===== src/hw/net_pkg.sv =====
package net_pkg;

  typedef logic [47:0] mac_t;
  typedef logic [31:0] ipv4_t;
  typedef logic [15:0] port_t;

  localparam int ETH_HDR_BYTES = 14;
  localparam int IP_HDR_BYTES  = 20;
  localparam int UDP_HDR_BYTES = 8;
  localparam int HDR_BYTES     = ETH_HDR_BYTES + IP_HDR_BYTES + UDP_HDR_BYTES;

  localparam logic [15:0] ETHERTYPE_IPV4 = 16'h0800;
  localparam logic [7:0]  PROTO_UDP      = 8'd17;
  localparam logic [7:0]  IP_TTL         = 8'd64;
  localparam logic [7:0]  IP_VER_IHL     = 8'h45;
  localparam logic [15:0] IP_FLAGS_DF    = 16'h4000;
  localparam mac_t        BCAST_MAC      = 48'hffff_ffff_ffff;

  // first field is the first byte on the wire
  typedef struct packed {
    mac_t        dst_mac;
    mac_t        src_mac;
    logic [15:0] ethertype;
    logic [7:0]  ver_ihl;
    logic [7:0]  tos;
    logic [15:0] total_len;
    logic [15:0] id;
    logic [15:0] flags_frag;
    logic [7:0]  ttl;
    logic [7:0]  proto;
    logic [15:0] hdr_csum;
    ipv4_t       src_ip;
    ipv4_t       dst_ip;
    port_t       src_port;
    port_t       dst_port;
    logic [15:0] udp_len;
    logic [15:0] udp_csum;
  } hdr_t;

  // the 20 ipv4 header bytes out of a combined header
  function automatic logic [IP_HDR_BYTES*8-1:0] ip_bytes(input hdr_t h);
    return {h.ver_ihl, h.tos, h.total_len, h.id, h.flags_frag,
            h.ttl, h.proto, h.hdr_csum, h.src_ip, h.dst_ip};
  endfunction

  // ones' complement sum of ten 16-bit words, end-around carry folded in
  function automatic logic [15:0] ipv4_csum(input logic [IP_HDR_BYTES*8-1:0] ip);
    logic [19:0] acc;
    acc = '0;
    for (int i = 0; i < IP_HDR_BYTES / 2; i++) begin
      acc = acc + 20'(ip[i*16 +: 16]);
    end
    acc = 20'(acc[15:0]) + 20'(acc[19:16]);
    acc = 20'(acc[15:0]) + 20'(acc[19:16]);
    return acc[15:0];
  endfunction

endpackage


===== src/hw/node_pkg.sv =====
package node_pkg;

  typedef logic [3:0]  reg_addr_t;
  typedef logic [31:0] reg_data_t;

  ////////////////////////////////////////////////////////////
  // register map
  ////////////////////////////////////////////////////////////

  // mac hi holds bits 47:32 in the low half of the word
  localparam reg_addr_t REG_LOC_MAC_HI = 4'd0;
  localparam reg_addr_t REG_LOC_MAC_LO = 4'd1;
  localparam reg_addr_t REG_LOC_IP     = 4'd2;
  localparam reg_addr_t REG_LOC_PORT   = 4'd3;
  localparam reg_addr_t REG_REM_MAC_HI = 4'd4;
  localparam reg_addr_t REG_REM_MAC_LO = 4'd5;
  localparam reg_addr_t REG_REM_IP     = 4'd6;
  localparam reg_addr_t REG_REM_PORT   = 4'd7;
  // read only
  localparam reg_addr_t REG_STATUS     = 4'd8;

  typedef struct packed {
    net_pkg::mac_t  loc_mac;
    net_pkg::ipv4_t loc_ip;
    net_pkg::port_t loc_port;
    net_pkg::mac_t  rem_mac;
    net_pkg::ipv4_t rem_ip;
    net_pkg::port_t rem_port;
  } node_cfg_t;

  // rx_frames lands in the upper half of the status word
  typedef struct packed {
    logic [15:0] rx_frames;
    logic [15:0] rx_drops;
  } node_stat_t;

endpackage


===== src/hw/eth_udp_node.sv =====
`timescale 1ns/1ps

module eth_udp_node #(
  parameter int PAYLOAD_DEPTH = 64
) (
  input  logic                clk,
  input  logic                rst_n,
  // config bus
  input  logic                cfg_we,
  input  node_pkg::reg_addr_t cfg_addr,
  input  node_pkg::reg_data_t cfg_wdata,
  output node_pkg::reg_data_t cfg_rdata,
  // transmit payload
  input  logic [7:0]          tx_d,
  input  logic                tx_v,
  output logic                tx_busy,
  // receive payload
  output logic [7:0]          rx_d,
  output logic                rx_v,
  output logic                rx_done,
  output logic                rx_drop,
  // phy
  output logic [7:0]          phy_tx_d,
  output logic                phy_tx_v,
  input  logic [7:0]          phy_rx_d,
  input  logic                phy_rx_v
);

  node_pkg::node_cfg_t cfg;

  node_cfg_regs i_node_cfg_regs (
    .clk       (clk),
    .rst_n     (rst_n),
    .cfg_we    (cfg_we),
    .cfg_addr  (cfg_addr),
    .cfg_wdata (cfg_wdata),
    .rx_done   (rx_done),
    .rx_drop   (rx_drop),
    .cfg_rdata (cfg_rdata),
    .cfg       (cfg)
  );

  udp_tx_framer #(
    .PAYLOAD_DEPTH (PAYLOAD_DEPTH)
  ) i_udp_tx_framer (
    .clk      (clk),
    .rst_n    (rst_n),
    .cfg      (cfg),
    .tx_d     (tx_d),
    .tx_v     (tx_v),
    .tx_busy  (tx_busy),
    .phy_tx_d (phy_tx_d),
    .phy_tx_v (phy_tx_v)
  );

  udp_rx_parser i_udp_rx_parser (
    .clk      (clk),
    .rst_n    (rst_n),
    .cfg      (cfg),
    .phy_rx_d (phy_rx_d),
    .phy_rx_v (phy_rx_v),
    .rx_d     (rx_d),
    .rx_v     (rx_v),
    .rx_done  (rx_done),
    .rx_drop  (rx_drop)
  );

endmodule


===== src/hw/node_cfg_regs.sv =====
`timescale 1ns/1ps

module node_cfg_regs (
  input  logic                clk,
  input  logic                rst_n,
  input  logic                cfg_we,
  input  node_pkg::reg_addr_t cfg_addr,
  input  node_pkg::reg_data_t cfg_wdata,
  input  logic                rx_done,
  input  logic                rx_drop,
  output node_pkg::reg_data_t cfg_rdata,
  output node_pkg::node_cfg_t cfg
);

  node_pkg::node_stat_t stat;

  ////////////////////////////////////////////////////////////
  // address registers and frame counters
  ////////////////////////////////////////////////////////////

  always_ff @(posedge clk or negedge rst_n) begin
    if (!rst_n) begin
      cfg  <= '0;
      stat <= '0;
    end else begin
      if (cfg_we) begin
        case (cfg_addr)
          node_pkg::REG_LOC_MAC_HI: cfg.loc_mac[47:32] <= cfg_wdata[15:0];
          node_pkg::REG_LOC_MAC_LO: cfg.loc_mac[31:0]  <= cfg_wdata;
          node_pkg::REG_LOC_IP:     cfg.loc_ip         <= cfg_wdata;
          node_pkg::REG_LOC_PORT:   cfg.loc_port       <= cfg_wdata[15:0];
          node_pkg::REG_REM_MAC_HI: cfg.rem_mac[47:32] <= cfg_wdata[15:0];
          node_pkg::REG_REM_MAC_LO: cfg.rem_mac[31:0]  <= cfg_wdata;
          node_pkg::REG_REM_IP:     cfg.rem_ip         <= cfg_wdata;
          node_pkg::REG_REM_PORT:   cfg.rem_port       <= cfg_wdata[15:0];
          default: ;
        endcase
      end
      // counters stick at all ones
      if (rx_done && (stat.rx_frames != 16'hffff)) begin
        stat.rx_frames <= stat.rx_frames + 16'd1;
      end
      if (rx_drop && (stat.rx_drops != 16'hffff)) begin
        stat.rx_drops <= stat.rx_drops + 16'd1;
      end
    end
  end

  // read mux
  always_comb begin
    case (cfg_addr)
      node_pkg::REG_LOC_MAC_HI: cfg_rdata = {16'h0, cfg.loc_mac[47:32]};
      node_pkg::REG_LOC_MAC_LO: cfg_rdata = cfg.loc_mac[31:0];
      node_pkg::REG_LOC_IP:     cfg_rdata = cfg.loc_ip;
      node_pkg::REG_LOC_PORT:   cfg_rdata = {16'h0, cfg.loc_port};
      node_pkg::REG_REM_MAC_HI: cfg_rdata = {16'h0, cfg.rem_mac[47:32]};
      node_pkg::REG_REM_MAC_LO: cfg_rdata = cfg.rem_mac[31:0];
      node_pkg::REG_REM_IP:     cfg_rdata = cfg.rem_ip;
      node_pkg::REG_REM_PORT:   cfg_rdata = {16'h0, cfg.rem_port};
      node_pkg::REG_STATUS:     cfg_rdata = stat;
      default:                  cfg_rdata = '0;
    endcase
  end

endmodule


===== src/hw/payload_fifo.sv =====
`timescale 1ns/1ps

module payload_fifo #(
  parameter int DEPTH = 64
) (
  input  logic                       clk,
  input  logic                       rst_n,
  input  logic                       push,
  input  logic [7:0]                 push_d,
  input  logic                       pop,
  input  logic                       clear,
  output logic [7:0]                 pop_d,
  output logic [$clog2(DEPTH+1)-1:0] count
);

  localparam int AW = (DEPTH > 1) ? $clog2(DEPTH) : 1;
  localparam int CW = $clog2(DEPTH + 1);

  logic [7:0]    mem [DEPTH];
  logic [AW-1:0] wr_ptr;
  logic [AW-1:0] rd_ptr;
  logic          do_push;
  logic          do_pop;

  // full drops the push, empty ignores the pop
  assign do_push = push && !clear && (count != CW'(DEPTH));
  assign do_pop  = pop && !clear && (count != '0);

  // first word fall through
  assign pop_d = mem[rd_ptr];

  always_ff @(posedge clk) begin
    if (do_push) begin
      mem[wr_ptr] <= push_d;
    end
  end

  always_ff @(posedge clk or negedge rst_n) begin
    if (!rst_n) begin
      wr_ptr <= '0;
      rd_ptr <= '0;
      count  <= '0;
    end else if (clear) begin
      wr_ptr <= '0;
      rd_ptr <= '0;
      count  <= '0;
    end else begin
      if (do_push) begin
        wr_ptr <= (wr_ptr == AW'(DEPTH - 1)) ? '0 : wr_ptr + 1'b1;
      end
      if (do_pop) begin
        rd_ptr <= (rd_ptr == AW'(DEPTH - 1)) ? '0 : rd_ptr + 1'b1;
      end
      if (do_push && !do_pop) begin
        count <= count + 1'b1;
      end else if (do_pop && !do_push) begin
        count <= count - 1'b1;
      end
    end
  end

endmodule


===== src/hw/udp_rx_parser.sv =====
`timescale 1ns/1ps

module udp_rx_parser (
  input  logic                clk,
  input  logic                rst_n,
  input  node_pkg::node_cfg_t cfg,
  input  logic [7:0]          phy_rx_d,
  input  logic                phy_rx_v,
  output logic [7:0]          rx_d,
  output logic                rx_v,
  output logic                rx_done,
  output logic                rx_drop
);

  localparam int HW = $bits(net_pkg::hdr_t);

  logic [5:0]    cnt;
  logic [HW-9:0] hdr_sr;
  net_pkg::hdr_t hdr_c;
  logic          hdr_last;
  logic          frame_end;
  logic          ok_q;
  logic          eth_ok;
  logic          mac_ok;
  logic          ip_ok;
  logic          csum_ok;
  logic          port_ok;
  logic          hdr_ok;

  // the incoming byte completes the header at byte 41
  assign hdr_c     = {hdr_sr, phy_rx_d};
  assign hdr_last  = phy_rx_v && (cnt == 6'(net_pkg::HDR_BYTES - 1));
  assign frame_end = !phy_rx_v && (cnt != '0);

  ////////////////////////////////////////////////////////////
  // header checks
  ////////////////////////////////////////////////////////////

  assign eth_ok  = (hdr_c.ethertype == net_pkg::ETHERTYPE_IPV4);
  assign mac_ok  = (hdr_c.dst_mac == cfg.loc_mac) || (hdr_c.dst_mac == net_pkg::BCAST_MAC);
  assign ip_ok   = (hdr_c.ver_ihl == net_pkg::IP_VER_IHL) &&
                   (hdr_c.proto == net_pkg::PROTO_UDP) &&
                   (hdr_c.dst_ip == cfg.loc_ip);
  // a good header sums to all ones
  assign csum_ok = (net_pkg::ipv4_csum(net_pkg::ip_bytes(hdr_c)) == 16'hffff);
  assign port_ok = (hdr_c.dst_port == cfg.loc_port);
  assign hdr_ok  = eth_ok && mac_ok && ip_ok && csum_ok && port_ok;

  // header capture and payload delay stage
  always_ff @(posedge clk) begin
    if (phy_rx_v && (cnt != 6'(net_pkg::HDR_BYTES))) begin
      hdr_sr <= hdr_c[HW-9:0];
    end
    rx_d <= phy_rx_d;
  end

  ////////////////////////////////////////////////////////////
  // byte count, verdict and result pulses
  ////////////////////////////////////////////////////////////

  always_ff @(posedge clk or negedge rst_n) begin
    if (!rst_n) begin
      cnt     <= '0;
      ok_q    <= 1'b0;
      rx_v    <= 1'b0;
      rx_done <= 1'b0;
      rx_drop <= 1'b0;
    end else begin
      // ok_q only rises once the full header is in
      rx_v    <= phy_rx_v && ok_q;
      rx_done <= frame_end && ok_q;
      rx_drop <= frame_end && !ok_q;
      if (frame_end) begin
        cnt  <= '0;
        ok_q <= 1'b0;
      end else if (phy_rx_v) begin
        if (cnt != 6'(net_pkg::HDR_BYTES)) begin
          cnt <= cnt + 6'd1;
        end
        if (hdr_last) begin
          ok_q <= hdr_ok;
        end
      end
    end
  end

endmodule


===== src/hw/udp_tx_framer.sv =====
`timescale 1ns/1ps

module udp_tx_framer #(
  parameter int PAYLOAD_DEPTH = 64
) (
  input  logic                clk,
  input  logic                rst_n,
  input  node_pkg::node_cfg_t cfg,
  input  logic [7:0]          tx_d,
  input  logic                tx_v,
  output logic                tx_busy,
  output logic [7:0]          phy_tx_d,
  output logic                phy_tx_v
);

  localparam int CW = $clog2(PAYLOAD_DEPTH + 1);
  localparam int HW = $bits(net_pkg::hdr_t);

  typedef enum logic [1:0] {
    ST_IDLE,
    ST_FILL,
    ST_HDR,
    ST_PAY
  } state_t;

  state_t        state;
  logic [5:0]    hdr_idx;
  net_pkg::hdr_t hdr_c;
  logic [HW-1:0] hdr_sr;
  logic          start;
  logic          push;
  logic          pop;
  logic          clear;
  logic [7:0]    pop_d;
  logic [CW-1:0] count;

  // no new frame while the last byte is still on the line
  assign start   = (state == ST_IDLE) && tx_v && !phy_tx_v;
  assign push    = start || ((state == ST_FILL) && tx_v);
  assign pop     = (state == ST_PAY);
  assign clear   = (state == ST_IDLE) && !start;
  assign tx_busy = (state != ST_IDLE) || phy_tx_v;

  payload_fifo #(
    .DEPTH (PAYLOAD_DEPTH)
  ) i_payload_fifo (
    .clk    (clk),
    .rst_n  (rst_n),
    .push   (push),
    .push_d (tx_d),
    .pop    (pop),
    .clear  (clear),
    .pop_d  (pop_d),
    .count  (count)
  );

  ////////////////////////////////////////////////////////////
  // header build from the fill count
  ////////////////////////////////////////////////////////////

  always_comb begin
    hdr_c            = '0;
    hdr_c.dst_mac    = cfg.rem_mac;
    hdr_c.src_mac    = cfg.loc_mac;
    hdr_c.ethertype  = net_pkg::ETHERTYPE_IPV4;
    hdr_c.ver_ihl    = net_pkg::IP_VER_IHL;
    hdr_c.total_len  = 16'(count) + 16'(net_pkg::IP_HDR_BYTES + net_pkg::UDP_HDR_BYTES);
    hdr_c.flags_frag = net_pkg::IP_FLAGS_DF;
    hdr_c.ttl        = net_pkg::IP_TTL;
    hdr_c.proto      = net_pkg::PROTO_UDP;
    hdr_c.src_ip     = cfg.loc_ip;
    hdr_c.dst_ip     = cfg.rem_ip;
    hdr_c.src_port   = cfg.loc_port;
    hdr_c.dst_port   = cfg.rem_port;
    hdr_c.udp_len    = 16'(count) + 16'(net_pkg::UDP_HDR_BYTES);
    // checksum field is still zero here
    hdr_c.hdr_csum   = ~net_pkg::ipv4_csum(net_pkg::ip_bytes(hdr_c));
  end

  ////////////////////////////////////////////////////////////
  // frame FSM
  ////////////////////////////////////////////////////////////

  always_ff @(posedge clk or negedge rst_n) begin
    if (!rst_n) begin
      state    <= ST_IDLE;
      hdr_idx  <= '0;
      phy_tx_v <= 1'b0;
    end else begin
      case (state)
        ST_IDLE: begin
          phy_tx_v <= 1'b0;
          if (start) begin
            state <= ST_FILL;
          end
        end
        ST_FILL: begin
          if (!tx_v) begin
            state   <= ST_HDR;
            hdr_idx <= '0;
          end
        end
        ST_HDR: begin
          phy_tx_v <= 1'b1;
          hdr_idx  <= hdr_idx + 6'd1;
          if (hdr_idx == 6'(net_pkg::HDR_BYTES - 1)) begin
            state <= ST_PAY;
          end
        end
        ST_PAY: begin
          phy_tx_v <= 1'b1;
          if (count == CW'(1)) begin
            state <= ST_IDLE;
          end
        end
        default: state <= ST_IDLE;
      endcase
    end
  end

  // header shift register and line byte
  always_ff @(posedge clk) begin
    if ((state == ST_FILL) && !tx_v) begin
      hdr_sr <= hdr_c;
    end else if (state == ST_HDR) begin
      hdr_sr <= hdr_sr << 8;
    end
    if (state == ST_HDR) begin
      phy_tx_d <= hdr_sr[HW-1 -: 8];
    end else if (state == ST_PAY) begin
      phy_tx_d <= pop_d;
    end
  end

endmodule


===== config.mk =====
export PLATFORM = sky130hd
export DESIGN_NAME = eth_udp_node
export DESIGN_NICKNAME = d
export VERILOG_FILES = /design/src/hw/net_pkg.sv /design/src/hw/node_pkg.sv /design/src/hw/eth_udp_node.sv /design/src/hw/node_cfg_regs.sv /design/src/hw/payload_fifo.sv /design/src/hw/udp_rx_parser.sv /design/src/hw/udp_tx_framer.sv
export SDC_FILE = /design/constraint.sdc
export NUM_CORES = 2
export LEC_CHECK = 0
export BUFFER_PORTS_ARGS = -buffer_cell sky130_fd_sc_hd__buf_2
export CAP_MARGIN = 10
export CORE_MARGIN = 3
export CORE_UTILIZATION = 43
export DETAILED_ROUTE_END_ITERATION = 8
export GPL_ROUTABILITY_DRIVEN = 0
export HOLD_SLACK_MARGIN = 0.05
export SYNTH_ARGS = -nofsm -noshare
export SYNTH_HDL_FRONTEND = slang
export SYNTH_SLANG_ARGS = --single-unit

===== constraint.sdc =====
create_clock -name clk -period 22.7 [get_ports clk]
set_input_delay 4.54 -clock clk [delete_from_list [all_inputs] [get_ports clk]]
set_output_delay 4.54 -clock clk [all_outputs]
set_load 0.05 [all_outputs]

==> flow_metrics.tcl <==
set metrics [dict create \
    grt_start_max_net_pins 206 \
    wirelength_um 169000 \
    floorplan.core_area_um2 149000 \
    remaining_drc_errors 0 \
    finalSetupTns_ns 0 \
    route.antenna.remaining_nets 0 \
    number_of_maximum_capacitance_constraint_violations 0 \
    dieArea_um2 156000 \
    io_buffer_count 109 \
    run_status "finished, final reports clean" \
    dpl_cell_area_um2 67600 \
    synth-main-ff-cell "edfxtp_1" \
    synthesis.area_um2 64900 \
    detail_route.wl_per_cell_um 24.8 \
    power.combinational.fraction 0.488 \
    grt-ovfl-total 0 \
    max_stage_delay_ns 0.88 \
    grt_antenna_before_repair 4 \
    worstPathRequired_ns 18.16 \
    drt_iter0_markers 3828 \
    vias_per_cell 5.60 \
    dieWidth_um 394 \
    report.final.setup_viol 0 \
    vdd_drop_max_mv 0.269 \
    internal_power_mw 7.18 \
    post-dp-hpwl_um 117000 \
    post_cts.resized_instances 0 \
    whs_path_depth 0 \
    slew_headroom 0.222 \
    synth.largest_area_cell "edfxtp_1" \
    summed_area_of_non_filler_cells_in_the_final_layout_um2 72700 \
    hold_path_class "flop to flop" \
    clkSlewWorstSetupHoldPaths_ns 0.06 \
    fin_cells 6828 \
    clkSinkCount 1438 \
    clk-insertion-delay-late_ns 0.80 \
    r2r_setup_slack_ns 12.34 \
    cts_buffers 155 \
    portion_of_synthesized_cell_area_occupied_by_the_leading_cell_type 0.504 \
    p_leak_nw 27.3 \
    timing.critical_path.fanout_max 17 \
    synthTopCellsByArea "edfxtp_1, dfrtp_1, fa_1" \
    fp.dieH_um 394 \
    cp_common_cell "buf_2" \
    peak_freq_mhz 88.0 \
    worstHoldStart "i_udp_rx_parser.hdr_sr[258]" \
    drive_gt1_frac 0.161 \
    yosys.cell_types.count 105 \
    postSynthAreaPerCell_um2 14.1 \
    floorplan.io_pins 110 \
    dp.cells 6535 \
    cell_count_of_the_worst_reg_to_reg_path 43 \
    power_per_cell_area_nw_per_um2 170 \
    power_switching_mw 5.18 \
    wire_length_of_the_first_global_routing_pass_um 252000 \
    layout-area-overhead-vs-synth_pct 12.0 \
    cts_hold_buf 0 \
    syn-num-nets 4924 \
    crit_reg_reg_endpoint "i_udp_rx_parser.ok_q" \
    setup.worst_path.start_class "primary input" \
    post_cts_setup_buffers 0 \
    ctsLongestPathBuffers 3 \
    worstSetupPathType "primary input to output port" \
    syn-instance-count 4594 \
    final_min_period_over_clock_period 0.501 \
    switching_share 0.419 \
    seq_area_frac_synth 0.632 \
    synth_edf_count 1088 \
    routed-via-count 38258 \
    final_hold_viol_count 0 \
    timing.critical_path.arrival_ns 6.82 \
    min_delay_worst_endpoint "i_udp_rx_parser.hdr_sr[266]" \
    cp_slowest_cell "nor3_2" \
    share_seq_of_total_power 0.310 \
    timing.critical_path.cells "buf_2 -> nand2b_1 -> nor3_2 -> a222oi_1 -> a31oi_1 -> buf_2" \
    design.final.nets 5023 \
    period_needed_ns 11.36 \
    number_of_buffer_and_inverter_stages_on_the_critical_path 2 \
    report.final.slew_viol_count 0 \
    ys_seq_elements 1438 \
    worst_setup_path_end_kind "output port" \
    crit_family "simple AND/OR/NAND/NOR gates" \
    final.hold.worst_slack_ns 0.407 \
    tightestPinTransition_ns 1.17 \
    final.setup_skew_ns 0.0471 \
    drtPass1Iterations 6 \
    initial_utilization 0.436 \
    global_route_usage_sum 0.216 \
    num_rows 141 \
    ff_to_ff_start "i_udp_rx_parser.hdr_sr[56]" \
    power.share.clock 0.202 \
    rsz0062_at_grt "false" \
    synth-async-reset-ratio 0.182 \
    synth.yosys.warnings 0 \
    cts-htree-levels 4 \
    clock_tree_from_tritoncts "done" \
    grt_pass1_vias 37867 \
    clock-root-buffer "clkbuf_16" \
]
worst max-delay path by stage:
stage / start / to / cells after the start
2_1_floorplan: phy_rx_v / i_udp_rx_parser.cnt[5] / 5
3_3_place_gp: cfg_addr[3] / cfg_rdata[1] / 6
3_5_place_dp: cfg_addr[3] / cfg_rdata[1] / 6
4_1_cts: cfg_addr[3] / cfg_rdata[1] / 6
5_1_grt: cfg_addr[3] / cfg_rdata[1] / 6
6_report: cfg_addr[3] / cfg_rdata[1] / 6
power by group through the flow:
stage               sequential (mW)  combinational, mW  clock (mW)
global placement               3.87               5.91           0
global route                   3.86               6.63        2.65
detailed placement             3.87               5.98           0
finish                         3.83               6.04        2.49
CTS                            3.82               6.02        2.55
floorplan                      3.73               4.63           0
logic make-up (layout without fill, tap and decap cells):
kind of cell	Yosys count	after routing	synth area share
compound gates	479	479	0.0510
xor+xnor	203	203	0.0283
fa+ha+maj	274	274	0.0689
buf+inv	444	675	0.0263
flops	1438	1438	0.632
mux	480	480	0.102
other cells	0	1	0
simple gates	1276	1276	0.0922
registers in the layout, indices dropped and copies added (netlist names):
register and cells:
i_udp_tx_framer.phy_tx_d 8, i_udp_tx_framer.phy_tx_v 1, i_udp_tx_framer.state 2, i_node_cfg_regs.cfg 192
i_node_cfg_regs.stat 32, i_udp_rx_parser.cnt 6, i_udp_rx_parser.rx_done 1, i_udp_rx_parser.rx_v 1
i_udp_rx_parser.ok_q 1, i_udp_rx_parser.rx_drop 1, i_udp_tx_framer.i_payload_fifo.wr_ptr 6, i_udp_tx_framer.hdr_idx 6
i_udp_tx_framer.i_payload_fifo.count 7, i_udp_tx_framer.hdr_sr 320, i_udp_rx_parser.hdr_sr 328, i_udp_tx_framer.i_payload_fifo.mem 512
i_udp_tx_framer.i_payload_fifo.rd_ptr 6, i_udp_rx_parser.rx_d 8
worst reg2reg max path: cells and delay by family, from the launching register on:
family | cells | cell delay, ns
AO/OA/AOI/OAI | 14 | 2.93
adder cells (fa/ha/maj) | 10 | 3.65
XOR/XNOR | 2 | 0.46
flip-flops | 1 | 0.40
AND/OR/NAND/NOR | 13 | 2.58
buffers and inverters | 4 | 0.26
synth_stat cells (21+ instances only):
library cell	count
nand2_1	467
a22oi_1	67
edfxtp_1	1088
nor3_1	40
and3_1	37
mux2i_1	134
mux2_2	226
dfrtp_1	262
xnor2_1	103
o21ai_0	107
mux4_2	120
nor2b_1	21
nand3_1	271
dfxtp_1	88
ha_1	134
o22ai_1	22
xor2_1	95
buf_1	39
nor4_1	26
inv_1	238
nor2_1	239
fa_1	139
clkbuf_1	146
a21oi_1	93
nand4_1	53
stage by stage:
step                      total power [mW]   util  worst slack (ns)
after floorplan                       8.36      -              6.83
after global placement                9.78  0.454             11.57
after detailed placement              9.85  0.454             11.47
after CTS                             12.4  0.488             11.46
after global routing                  13.1  0.489             11.28
final                                 12.4  0.489             11.34
metal layers:
layer	GRT usage	vias to the layer above	routed length (µm)
li1	-	17177	-
met1	0.306	19472	74100
met2	0.336	1261	78700
met3	0.0355	346	10200
met4	0.0814	2	6500
met5	0	-	13
cell type report:
class                      instances  area, µm²
timing repair buffer             148        963
tap                             2002       2500
antenna                            1       2.50
inverter                         238        893
fill                           12764      76000
clock inverter                    74        652
sequential                      1438      41000
multi-input combinational       2712      22300
clock buffer                     215       4390
placed cells by master (no fill, tap or decap), types with 103 or more instances in the layout:
master | netlist | layout
buf_2 | 18 | 108
clkbuf_16 | 0 | 162
mux2i_1 | 134 | 134
edfxtp_1 | 1088 | 1088
mux2_2 | 226 | 226
dfrtp_1 | 262 | 259
fa_1 | 139 | 139
xnor2_1 | 103 | 103
o21ai_0 | 107 | 107
nor2_1 | 239 | 237
inv_1 | 238 | 238
nand2_1 | 467 | 467
mux4_2 | 120 | 120
nand3_1 | 271 | 271
ha_1 | 134 | 133
Note: power is estimated with default switching activity, not from simulation.
